==> src/rtl/cnn_ctrl_defines.svh <==
`ifndef CNN_CTRL_DEFINES_SVH
`define CNN_CTRL_DEFINES_SVH

// Width of one command word from the host
`define CMD_WIDTH 32

// Words per compressed layer command
`define CMD_WORDS 7

// Output channels handled per pass, also the byte step of the data address
`define PARA 16

`define FIFO_DEPTH 128 // Command FIFO capacity in words

`endif

==> src/rtl/cnn_ctrl_pkg.sv <==
`include "cnn_ctrl_defines.svh"

package cnn_ctrl_pkg;

    typedef logic [`CMD_WIDTH-1:0] cmd_word_t;   // Raw command word
    typedef logic [29:0]           dma_addr_t;   // DMA burst address
    typedef logic [31:0]           mem_addr_t;   // Write-back byte address
    typedef logic [19:0]           op_count_t;   // MACs per output point
    typedef logic [7:0]            side_t;       // Feature map side length
    typedef logic [15:0]           count16_t;    // Surface size or channel count
    typedef logic [9:0]            fifo_count_t; // FIFO occupancy

    // Layer type carried in bits 2:0 of word 1
    typedef enum logic [2:0] {
        OP_IDLE    = 3'd0,
        OP_CONV1   = 3'd1, // 1x1 conv with ReLU
        OP_CONV3   = 3'd2, // 3x3 conv with ReLU
        OP_CONV3P  = 3'd3, // Padded 3x3 followed by 1x1
        OP_MAXPOOL = 3'd4,
        OP_AVEPOOL = 3'd5
    } op_type_e;

    typedef enum logic [2:0] {
        S_IDLE, S_COLLECT, S_ISSUE, S_WAIT_OP, S_FINISH
    } seq_state_e;

endpackage

==> src/rtl/cnn_ctrl_ifs.sv <==
// Head-of-queue view of the command FIFO
interface cmd_rd_if;
    import cnn_ctrl_pkg::*;

    logic        rd_en;    // Pops the head word at the clock edge
    cmd_word_t   data;     // Always the head word
    logic        empty;
    fifo_count_t wr_count; // Words currently stored

    modport fifo_mp (input rd_en, output data, empty, wr_count);
    modport seq_mp  (output rd_en, input data, empty, wr_count);
endinterface

// Lane handshake between the sequencer and the engine
interface engine_if;
    import cnn_ctrl_pkg::*;

    logic      conv_ready;
    logic      maxpool_ready;
    logic      avepool_ready;
    logic      conv_valid;    // One-cycle pulse per finished point
    logic      maxpool_valid;
    logic      avepool_valid;
    op_count_t op_num;        // MAC count of the point in progress
    logic      engine_reset;

    modport seq_mp (
        output conv_ready, maxpool_ready, avepool_ready, op_num, engine_reset,
        input  conv_valid, maxpool_valid, avepool_valid
    );
    modport eng_mp (
        input  conv_ready, maxpool_ready, avepool_ready, op_num, engine_reset,
        output conv_valid, maxpool_valid, avepool_valid
    );
endinterface

==> src/rtl/cmd_fifo.sv <==
`include "cnn_ctrl_defines.svh"

module cmd_fifo (
    input  logic                  clk,
    input  logic                  rst,
    input  logic                  i_wr_en,
    input  cnn_ctrl_pkg::cmd_word_t i_wr_data,
    output logic                  o_full,
    cmd_rd_if.fifo_mp             rd
);
    import cnn_ctrl_pkg::*;

    localparam int PTR_W = $clog2(`FIFO_DEPTH);

    cmd_word_t   mem [`FIFO_DEPTH]; // Register array
    logic [PTR_W-1:0] wr_ptr;
    logic [PTR_W-1:0] rd_ptr;
    fifo_count_t      count;
    logic             do_wr;
    logic             do_rd;

    assign o_full      = (count == fifo_count_t'(`FIFO_DEPTH));
    assign rd.empty    = (count == '0);
    assign rd.wr_count = count;
    assign rd.data     = mem[rd_ptr]; // First word falls through

    assign do_wr = i_wr_en && !o_full;   // Write while full is dropped
    assign do_rd = rd.rd_en && !rd.empty;

    always_ff @(posedge clk) begin
        if (do_wr) mem[wr_ptr] <= i_wr_data;
    end

    always_ff @(posedge clk or posedge rst) begin
        if (rst) begin
            wr_ptr <= '0;
            rd_ptr <= '0;
            count  <= '0;
        end else begin
            if (do_wr) wr_ptr <= wr_ptr + 1'b1; // Wraps at depth
            if (do_rd) rd_ptr <= rd_ptr + 1'b1;
            case ({do_wr, do_rd})
                2'b10:   count <= count + 1'b1;
                2'b01:   count <= count - 1'b1;
                default: ; // Both or neither leave occupancy unchanged
            endcase
        end
    end

    // Sequencer never stalls, so a pop on empty means a short command
    a_rd_empty: assert property (@(posedge clk) disable iff (rst) rd.rd_en |-> !rd.empty);
    a_wr_full:  assert property (@(posedge clk) disable iff (rst) i_wr_en |-> !o_full);

endmodule

==> src/rtl/cmd_sequencer.sv <==
`include "cnn_ctrl_defines.svh"

module cmd_sequencer (
    input  logic                    clk,
    input  logic                    rst,
    input  logic                    i_op_en,
    input  logic [6:0]              i_cmd_size,
    cmd_rd_if.seq_mp                rd,
    engine_if.seq_mp                eng,
    output logic                    o_dma_p1_reads_en,
    output cnn_ctrl_pkg::op_type_e  o_op_type,
    output logic                    o_padding,
    output logic [3:0]              o_stride,
    output cnn_ctrl_pkg::dma_addr_t o_p2_start_addr,
    output cnn_ctrl_pkg::dma_addr_t o_p3_start_addr,
    output cnn_ctrl_pkg::mem_addr_t o_result_addr,
    output logic                    o_op_run,
    output logic                    o_irq
);
    import cnn_ctrl_pkg::*;

    localparam logic [2:0] LAST_WORD = 3'(`CMD_WORDS - 1);
    localparam count16_t   PARA_STEP = count16_t'(`PARA);

    seq_state_e state, state_nxt;
    logic [2:0] word_idx;  // Word of the command being popped

    // Decoded command fields
    count16_t  num_center, num_corner, num_side;
    count16_t  out_ch;
    side_t     in_side, out_side;
    count16_t  out_surf;
    mem_addr_t weight_addr, data_addr;

    // Output point tracking
    side_t     w_cnt, h_cnt;
    count16_t  surf_cnt, chan_cnt;
    side_t     side_last, nxt_w, nxt_h;
    dma_addr_t row_base;               // p2 at the start of the current row
    dma_addr_t step_col, step_row;
    logic      any_valid, w_end, surf_done, last_point, op_type_ok;
    logic      nxt_w_edge, nxt_h_edge;
    op_count_t mac_sel;
    fifo_count_t cmd_total;

    assign any_valid  = eng.conv_valid | eng.maxpool_valid | eng.avepool_valid;
    assign side_last  = out_side - 8'd1;
    assign w_end      = (w_cnt == side_last);
    assign surf_done  = (count16_t'(surf_cnt + 16'd1) == out_surf);
    assign last_point = any_valid && surf_done && (count16_t'(chan_cnt + PARA_STEP) >= out_ch);
    assign op_type_ok = o_op_type inside {OP_CONV1, OP_CONV3, OP_CONV3P, OP_MAXPOOL, OP_AVEPOOL};
    assign cmd_total  = fifo_count_t'(i_cmd_size) * fifo_count_t'(`CMD_WORDS);

    assign step_col = dma_addr_t'(o_stride) * dma_addr_t'(`PARA);     // Next column
    assign step_row = dma_addr_t'(o_stride) * dma_addr_t'(in_side) * dma_addr_t'(`PARA);

    // Position of the point that starts after this valid
    always_comb begin
        nxt_w = surf_done || w_end ? '0 : w_cnt + 8'd1;
        nxt_h = surf_done ? '0 : (w_end ? h_cnt + 8'd1 : h_cnt);
    end

    assign nxt_w_edge = (nxt_w == '0) || (nxt_w == side_last);
    assign nxt_h_edge = (nxt_h == '0) || (nxt_h == side_last);

    // Corner, edge or centre MAC count
    always_comb begin
        if (nxt_w_edge && nxt_h_edge)      mac_sel = op_count_t'(num_corner);
        else if (nxt_w_edge || nxt_h_edge) mac_sel = op_count_t'(num_side);
        else                               mac_sel = op_count_t'(num_center);
    end

    always_comb begin
        state_nxt = state;
        case (state)
            S_IDLE:    if (i_op_en) state_nxt = S_COLLECT;
            S_COLLECT: if (word_idx == LAST_WORD) state_nxt = S_ISSUE;
            S_ISSUE: begin
                if (op_type_ok)    state_nxt = S_WAIT_OP;
                else if (rd.empty) state_nxt = S_FINISH; // Unknown type is skipped
                else               state_nxt = S_COLLECT;
            end
            S_WAIT_OP: if (last_point) state_nxt = rd.empty ? S_FINISH : S_COLLECT;
            S_FINISH:  state_nxt = S_FINISH; // Held until reset
            default:   state_nxt = S_IDLE;
        endcase
    end

    assign rd.rd_en = (state == S_COLLECT); // One pop per COLLECT cycle
    assign o_op_run = (state == S_WAIT_OP);

    always_ff @(posedge clk or posedge rst) begin
        if (rst) begin
            state             <= S_IDLE;
            word_idx          <= '0;
            w_cnt             <= '0;
            h_cnt             <= '0;
            surf_cnt          <= '0;
            chan_cnt          <= '0;
            eng.conv_ready    <= 1'b0;
            eng.maxpool_ready <= 1'b0;
            eng.avepool_ready <= 1'b0;
            eng.engine_reset  <= 1'b1;
            o_irq             <= 1'b0;
            o_dma_p1_reads_en <= 1'b0;
        end else begin
            state <= state_nxt;
            o_irq <= o_irq | (state_nxt == S_FINISH);
            if (i_op_en) o_dma_p1_reads_en <= 1'b1;        // Host starts filling the FIFO
            if (rd.wr_count == cmd_total) o_dma_p1_reads_en <= 1'b0; // All commands in
            case (state)
                S_COLLECT: begin
                    eng.engine_reset <= 1'b1;
                    word_idx <= (word_idx == LAST_WORD) ? 3'd0 : word_idx + 3'd1;
                end
                S_ISSUE: begin
                    eng.engine_reset  <= 1'b0;
                    w_cnt             <= '0;
                    h_cnt             <= '0;
                    surf_cnt          <= '0;
                    chan_cnt          <= '0;
                    eng.conv_ready    <= o_op_type inside {OP_CONV1, OP_CONV3, OP_CONV3P};
                    eng.maxpool_ready <= (o_op_type == OP_MAXPOOL);
                    eng.avepool_ready <= (o_op_type == OP_AVEPOOL);
                end
                S_WAIT_OP: begin
                    if (any_valid) begin
                        w_cnt    <= nxt_w;
                        h_cnt    <= nxt_h;
                        surf_cnt <= surf_done ? '0 : count16_t'(surf_cnt + 16'd1);
                        if (surf_done) chan_cnt <= count16_t'(chan_cnt + PARA_STEP);
                    end
                    if (last_point) begin  // Lane done, drop on the next cycle
                        eng.conv_ready    <= 1'b0;
                        eng.maxpool_ready <= 1'b0;
                        eng.avepool_ready <= 1'b0;
                    end
                end
                default: ;
            endcase
        end
    end

    // Command fields, addresses and MAC count
    always_ff @(posedge clk) begin
        if (state == S_COLLECT) begin
            case (word_idx)
                3'd0: begin
                    o_op_type  <= op_type_e'(rd.data[2:0]);
                    o_padding  <= rd.data[4];           // Passed through only
                    o_stride   <= rd.data[11:8];
                    num_center <= rd.data[31:16];
                end
                3'd1: begin
                    num_corner <= rd.data[15:0];
                    num_side   <= rd.data[31:16];
                end
                3'd2: out_ch <= rd.data[31:16]; // Input channels in 15:0 belong to the engine
                3'd3: begin
                    in_side  <= rd.data[7:0];
                    out_side <= rd.data[15:8];
                    out_surf <= rd.data[31:16];
                end
                3'd4: weight_addr   <= rd.data;
                3'd5: data_addr     <= rd.data;
                3'd6: o_result_addr <= rd.data;
                default: ;
            endcase
        end
        if (state == S_ISSUE) begin
            o_p2_start_addr <= dma_addr_t'(data_addr);
            row_base        <= dma_addr_t'(data_addr);
            o_p3_start_addr <= dma_addr_t'(weight_addr);
            eng.op_num      <= op_count_t'(num_corner); // First point is a corner
        end
        if (state == S_WAIT_OP && any_valid) begin
            eng.op_num <= mac_sel;
            if (surf_done) begin  // Next channel group rereads the same surface
                o_p2_start_addr <= dma_addr_t'(data_addr);
                row_base        <= dma_addr_t'(data_addr);
            end else if (w_end) begin
                o_p2_start_addr <= row_base + step_row;
                row_base        <= row_base + step_row;
            end else begin
                o_p2_start_addr <= o_p2_start_addr + step_col;
            end
        end
    end

    // Exactly one lane ready while a command runs, none in any other state
    a_ready_onehot: assert property (@(posedge clk) disable iff (rst)
        (state == S_WAIT_OP) ? $onehot({eng.conv_ready, eng.maxpool_ready, eng.avepool_ready})
                             : !(eng.conv_ready | eng.maxpool_ready | eng.avepool_ready));
    a_known_type: assert property (@(posedge clk) disable iff (rst)
        state == S_ISSUE |-> op_type_ok);

endmodule

==> src/rtl/cnn_ctrl_top.sv <==
module cnn_ctrl_top (
    input  logic                    clk,
    input  logic                    rst,
    input  logic                    i_op_en,
    input  logic                    i_cmd_wr_en,
    input  cnn_ctrl_pkg::cmd_word_t i_cmd_wr_data,
    input  logic [6:0]              i_cmd_size,      // Commands loaded by the host
    output logic                    o_cmd_full,
    output logic                    o_dma_p1_reads_en,
    output cnn_ctrl_pkg::op_type_e  o_op_type,
    output logic                    o_padding,
    output logic [3:0]              o_stride,
    output cnn_ctrl_pkg::op_count_t o_op_num,
    output cnn_ctrl_pkg::dma_addr_t o_p2_start_addr, // Data burst start
    output cnn_ctrl_pkg::dma_addr_t o_p3_start_addr, // Weight burst start
    output cnn_ctrl_pkg::mem_addr_t o_result_addr,
    output logic                    o_op_run,
    output logic                    o_engine_reset,
    output logic                    o_point_done,
    output logic                    o_irq
);

    cmd_rd_if rd_if ();
    engine_if eng_if ();

    cmd_fifo fifo_i (
        .clk       (clk),
        .rst       (rst),
        .i_wr_en   (i_cmd_wr_en),
        .i_wr_data (i_cmd_wr_data),
        .o_full    (o_cmd_full),
        .rd        (rd_if.fifo_mp)
    );

    cmd_sequencer seq_i (
        .clk               (clk),
        .rst               (rst),
        .i_op_en           (i_op_en),
        .i_cmd_size        (i_cmd_size),
        .rd                (rd_if.seq_mp),
        .eng               (eng_if.seq_mp),
        .o_dma_p1_reads_en (o_dma_p1_reads_en),
        .o_op_type         (o_op_type),
        .o_padding         (o_padding),
        .o_stride          (o_stride),
        .o_p2_start_addr   (o_p2_start_addr),
        .o_p3_start_addr   (o_p3_start_addr),
        .o_result_addr     (o_result_addr),
        .o_op_run          (o_op_run),
        .o_irq             (o_irq)
    );

    op_timer timer_i (
        .clk (clk),
        .rst (rst),
        .eng (eng_if.eng_mp)
    );

    assign o_op_num       = eng_if.op_num;
    assign o_engine_reset = eng_if.engine_reset;
    // Write-back DMA takes one result per pulse
    assign o_point_done   = eng_if.conv_valid | eng_if.maxpool_valid | eng_if.avepool_valid;

endmodule

==> src/rtl/op_timer.sv <==
module op_timer (
    input  logic     clk,
    input  logic     rst,
    engine_if.eng_mp eng
);
    import cnn_ctrl_pkg::*;

    logic      active;  // Some lane is running
    logic      loaded;  // Countdown for this point already started
    op_count_t remain;
    op_count_t cur;     // Cycles left including this one
    logic      fire;

    assign active = (eng.conv_ready | eng.maxpool_ready | eng.avepool_ready)
                    && !eng.engine_reset;

    // First cycle of a point takes op_num straight from the sequencer
    assign cur  = loaded ? remain : eng.op_num;
    assign fire = active && (cur == '0);

    // Pulse only the lane that is ready
    assign eng.conv_valid    = fire && eng.conv_ready;
    assign eng.maxpool_valid = fire && eng.maxpool_ready;
    assign eng.avepool_valid = fire && eng.avepool_ready;

    always_ff @(posedge clk or posedge rst) begin
        if (rst) begin
            loaded <= 1'b0;
        end else if (!active || fire) begin
            loaded <= 1'b0; // Reload from op_num for the next point
        end else begin
            loaded <= 1'b1;
        end
    end

    always_ff @(posedge clk) begin
        if (active && !fire) begin
            remain <= cur - 20'd1;
        end
    end

    // Lane stays selected and out of reset while a point counts down
    a_lane_held: assert property (@(posedge clk) disable iff (rst)
        loaded |-> $stable({eng.conv_ready, eng.maxpool_ready, eng.avepool_ready})
                   && !eng.engine_reset);

endmodule

==> config.mk <==
export PLATFORM = sky130hd
export DESIGN_NAME = cnn_ctrl_top
export DESIGN_NICKNAME = d
export VERILOG_FILES = /design/src/rtl/cnn_ctrl_pkg.sv /design/src/rtl/cnn_ctrl_ifs.sv /design/src/rtl/cmd_fifo.sv /design/src/rtl/cmd_sequencer.sv /design/src/rtl/cnn_ctrl_top.sv /design/src/rtl/op_timer.sv
export VERILOG_INCLUDE_DIRS = /design/src /design/src/rtl
export SDC_FILE = /design/constraint.sdc
export NUM_CORES = 2
export LEC_CHECK = 0
export ABC_AREA = 0
export BUFFER_PORTS_ARGS = -buffer_cell sky130_fd_sc_hd__buf_2
export CORE_AREA = 2 2 545 547
export DETAILED_ROUTE_END_ITERATION = 16
export DIE_AREA = 0 0 547 549
export PLACE_DENSITY = 0.76
export SYNTH_ARGS = -nofsm -noshare
export SYNTH_HDL_FRONTEND = slang
export SYNTH_SLANG_ARGS = --single-unit
==> constraint.sdc <==
create_clock -name clk -period 12.5 [get_ports clk]
set_clock_uncertainty 0.2 [all_clocks]
set_input_delay 1.25 -clock clk [delete_from_list [all_inputs] [get_ports clk]]
set_output_delay 1.25 -clock clk [all_outputs]
set_load 0.1 [all_outputs]
==> impl_metrics.toml <==
[setup_path]
worstSetupPathType = "register to register"
cp_slowest_cell = "dfrtp_4"
slowest_delay_ns = 0.84
cp_cell_sequence = "buf_12, buf_4, buf_4, mux4_2, mux4_2, mux4_2, mux2_2"
cp_max_fo = 85
end_kind = "register"
cp.required_ns = 12.93
arrival_ns = 6.44
crit_top_cell = "mux4_2"
start_kind = "register"

[power_and_ir_drop]
leakage_nw = 62.1
p_per_area_nw_per_um2 = 232
irDropWorstVdd_mv = 0.222

[floorplanning]
rows = 200
ios = 169
coreArea_um2 = 295000
die_w_um = 547
dieArea_um2 = 300000
dieHeight_um = 549
initial_core_util_pct = 59.6

[logic_synthesis]
avgSynthCellArea_um2 = 22.8
synthSimpleGateAreaFrac_pct = 1.92
synthXorXnorAreaFrac_pct = 0.907
synth_area_leader_cell = "edfxtp_1"
synth_cell_type_count = 94
synth_enable_flop_cells = 4392
yosysTopAreaCellShare_pct = 75.0
synthMuxAreaShare_pct = 17.5
synthAdderAreaFrac_pct = 0.755
synthArstFlopShare_pct = 1.80
synth_area_um2 = 176000
ys_seq_elements = 4499
ys_seq_area_share_pct = 76.4
synth.area.top_cells = "edfxtp_1 (75%), mux4_2 (17%), dfrtp_1 (1.1%), clkbuf_1 (0.61%), ha_1 (0.50%)"
ys.flop_type = "edfxtp_1"
synth_compound_gate_area_share_pct = 1.40
synth_top_family_by_area = "multiplexers"
synth_warnings = 0
synthCells = 7728

[clock_tree]
cts_tree = "built"
clock-sinks = 4499
root_buffer = "clkbuf_16"
cts_buffers = 429
cts_hold_buf = 0
postCtsSetupRepairBufs = 0
htreeDepth = 5
cts_resized = 0
clock_latency_ns = 0.96
cts_buffer_depth = 4
clk_pin_slew_ns = 0.07

[global_routing]
antenna_found_initial = 56
grtUsageMet2_pct = 51.8
grt_max_degree = 155
grt_overflow = 0
grt.busiest_layer = "met2"
use_met1_pct = 43.1
grtUsageTotal_pct = 32.7
grt_pass1_wl_um = 688000
use_met3_pct = 8.98
first_global_vias = 90330

[route]
vias_per_cell = 7.13
drc_errors = 0
first_iter_violations = 15960
wl_um = 490000
drt-wirelength-per-cell_um = 39.2
ant_nets = 0
dr.pass1.iters = 5
vias = 88980

[finish]
multiInputGateArea_um2 = 40700
synthToLayoutAreaGrowth_pct = 12.1
finalNetCount = 8298
fillers = 16981
final_cell_area_um2 = 197000
seq_area_um2 = 134000
drive_gt1_share_pct = 30.3

[place]
portBuffers = 164
hpwl_um = 245000
place.gp.congestion = 0.875
place_area_um2 = 183000

[timing]
setup_viol = 0
period_share_pct = 48.1
worstMarginPinSlew_ns = 1.24
drv_slew = 0
fmax_mhz = 166
fin_crit_ns = 6.01
tns_ns = 0
rsz0062_at_grt = "false"
max_slew_margin_pct = 17.0
hold_viol = 0

[min_path]
hold_path_class = "primary input to async pin"

[status]
status = "finished, final reports clean"

[flow_run]
drv_cap = 0
==> stage by stage <==
stage	hold WS (ns)	worst slack [ns]	utilization (%)	cells	total power, mW
global placement	0.202	6.52	62.1	11669	32.1
detailed placement	0.205	6.60	62.1	11669	32.3
floorplan	0.200	6.78	-	7731	27.2
CTS	0.0525	6.45	66.8	12456	45.5
global route	0.104	6.21	66.8	12463	46.8
finish	0.0757	6.49	66.8	12472	45.7
==> state kept, by name, summed over array words and instances, names as in the netlist, 20 cells and up <==
| name | count |
|---|---|
| seq_i.o_p2_start_addr | 30 |
| seq_i.data_addr | 30 |
| seq_i.row_base | 30 |
| seq_i.o_result_addr | 32 |
| seq_i.o_p3_start_addr | 30 |
| timer_i.remain | 20 |
| seq_i.weight_addr | 30 |
| fifo_i.mem | 4096 |
==> placed cells by master (no fill, tap or decap), types with 10 or more instances in the layout <==
cell type | Yosys | routed
edfxtp_1 | 4392 | 4392
o21bai_1 | 13 | 13
fa_1 | 22 | 22
dfxtp_1 | 26 | 26
nand4_1 | 18 | 18
mux2_2 | 37 | 37
xnor2_1 | 98 | 98
nand2_1 | 182 | 176
nand2b_1 | 12 | 12
o21ai_0 | 128 | 128
a221o_1 | 20 | 20
ha_1 | 71 | 71
clkinv_1 | 0 | 90
buf_2 | 11 | 132
a21o_1 | 21 | 21
clkbuf_16 | 0 | 437
or3_1 | 10 | 10
bufinv_16 | 0 | 48
buf_4 | 5 | 255
mux2i_1 | 19 | 19
mux4_2 | 1343 | 1343
nor3_1 | 36 | 34
dfrtp_1 | 80 | 73
inv_1 | 81 | 79
buf_12 | 0 | 11
a22oi_1 | 17 | 17
a21oi_1 | 88 | 86
nor2b_1 | 22 | 20
diode_2 | 0 | 15
nor2_1 | 232 | 102
clkinvlp_4 | 0 | 25
xor2_1 | 63 | 63
clkinv_2 | 0 | 79
nand3_1 | 69 | 67
clkbuf_8 | 0 | 12
nor2_4 | 0 | 126
and3_1 | 26 | 26
and2_1 | 51 | 51
clkbuf_1 | 285 | 77
==> layer usage <==
metal	wire, um	part of all wire, %	up-vias
met5	320	0.065	-
li1	-	-	33511
met2	236000	48	7638
met3	68100	14	1362
met4	25700	5.2	46
met1	160000	33	46423
==> Yosys cell counts (6+ instances only) <==
cell type,instances
a211oi_1,6
a21o_1,21
a21oi_1,88
a221o_1,20
a22o_1,7
a22oi_1,17
and2_1,51
and3_1,26
and4_1,7
buf_1,92
buf_2,11
clkbuf_1,285
dfrtp_1,80
dfxtp_1,26
edfxtp_1,4392
fa_1,22
ha_1,71
inv_1,81
mux2_2,37
mux2i_1,19
mux4_2,1343
nand2_1,182
nand2b_1,12
nand3_1,69
nand4_1,18
nor2_1,232
nor2b_1,22
nor3_1,36
nor3b_1,6
nor4_1,10
o21a_1,7
o21ai_0,128
o21bai_1,13
o22ai_1,8
o31ai_1,8
or3_1,10
xnor2_1,98
xnor3_1,6
xor2_1,63
==> where the power goes <==
| part | switching [mW] | internal [mW] |
|---|---|---|
| clock network | 5.68 | 7.46 |
| logic | 8.66 | 5.83 |
| registers | 0.561 | 17.5 |
==> logic make-up after synthesis <==
family                   Yosys count
adder cells (fa/ha/maj)           93
multiplexers                    1399
other                              1
flip-flops                      4499
buffers and inverters            480
AO/OA/AOI/OAI                    380
XOR/XNOR                         169
AND/OR/NAND/NOR                  707
==> final timing paths <==
| kind | start | end | cells past startpoint | slack, ns |
|---|---|---|---|---|
| worst min register to register | seq_i.weight_addr[7] | seq_i.o_p3_start_addr[7] | 0 | 0.21 |
| worst min-delay path | rst | seq_i.chan_cnt[14] | 2 | 0.08 |
| max in group asynchronous | rst | fifo_i.rd_ptr[5] | 3 | 10.66 |
| worst max register to register | fifo_i.rd_ptr[0] | seq_i.data_addr[20] | 7 | 6.49 |
| min in group clk | seq_i.weight_addr[7] | seq_i.o_p3_start_addr[7] | 0 | 0.21 |
| worst max-delay path | fifo_i.rd_ptr[0] | seq_i.data_addr[20] | 7 | 6.49 |
==> critical path, delay by kind of cell (launching register included) <==
| kind | cells | cell delay (ns) |
|---|---|---|
| flip-flops | 1 | 0.84 |
| buffers and inverters | 3 | 2.01 |
| multiplexers | 4 | 2.26 |
==> area by class of cell <==
class | instances | share of cell area [%]
flip-flops and latches | 4499 | 68.2
multi-input cells | 2752 | 20.6
clock buffers | 526 | 5.78
well taps | 3939 | 2.50
repair buffers | 399 | 1.43
clock inverters | 261 | 1.32
inverters | 81 | 0.155
diodes | 15 | 0.0190
Power figures use the tool's default switching activity.
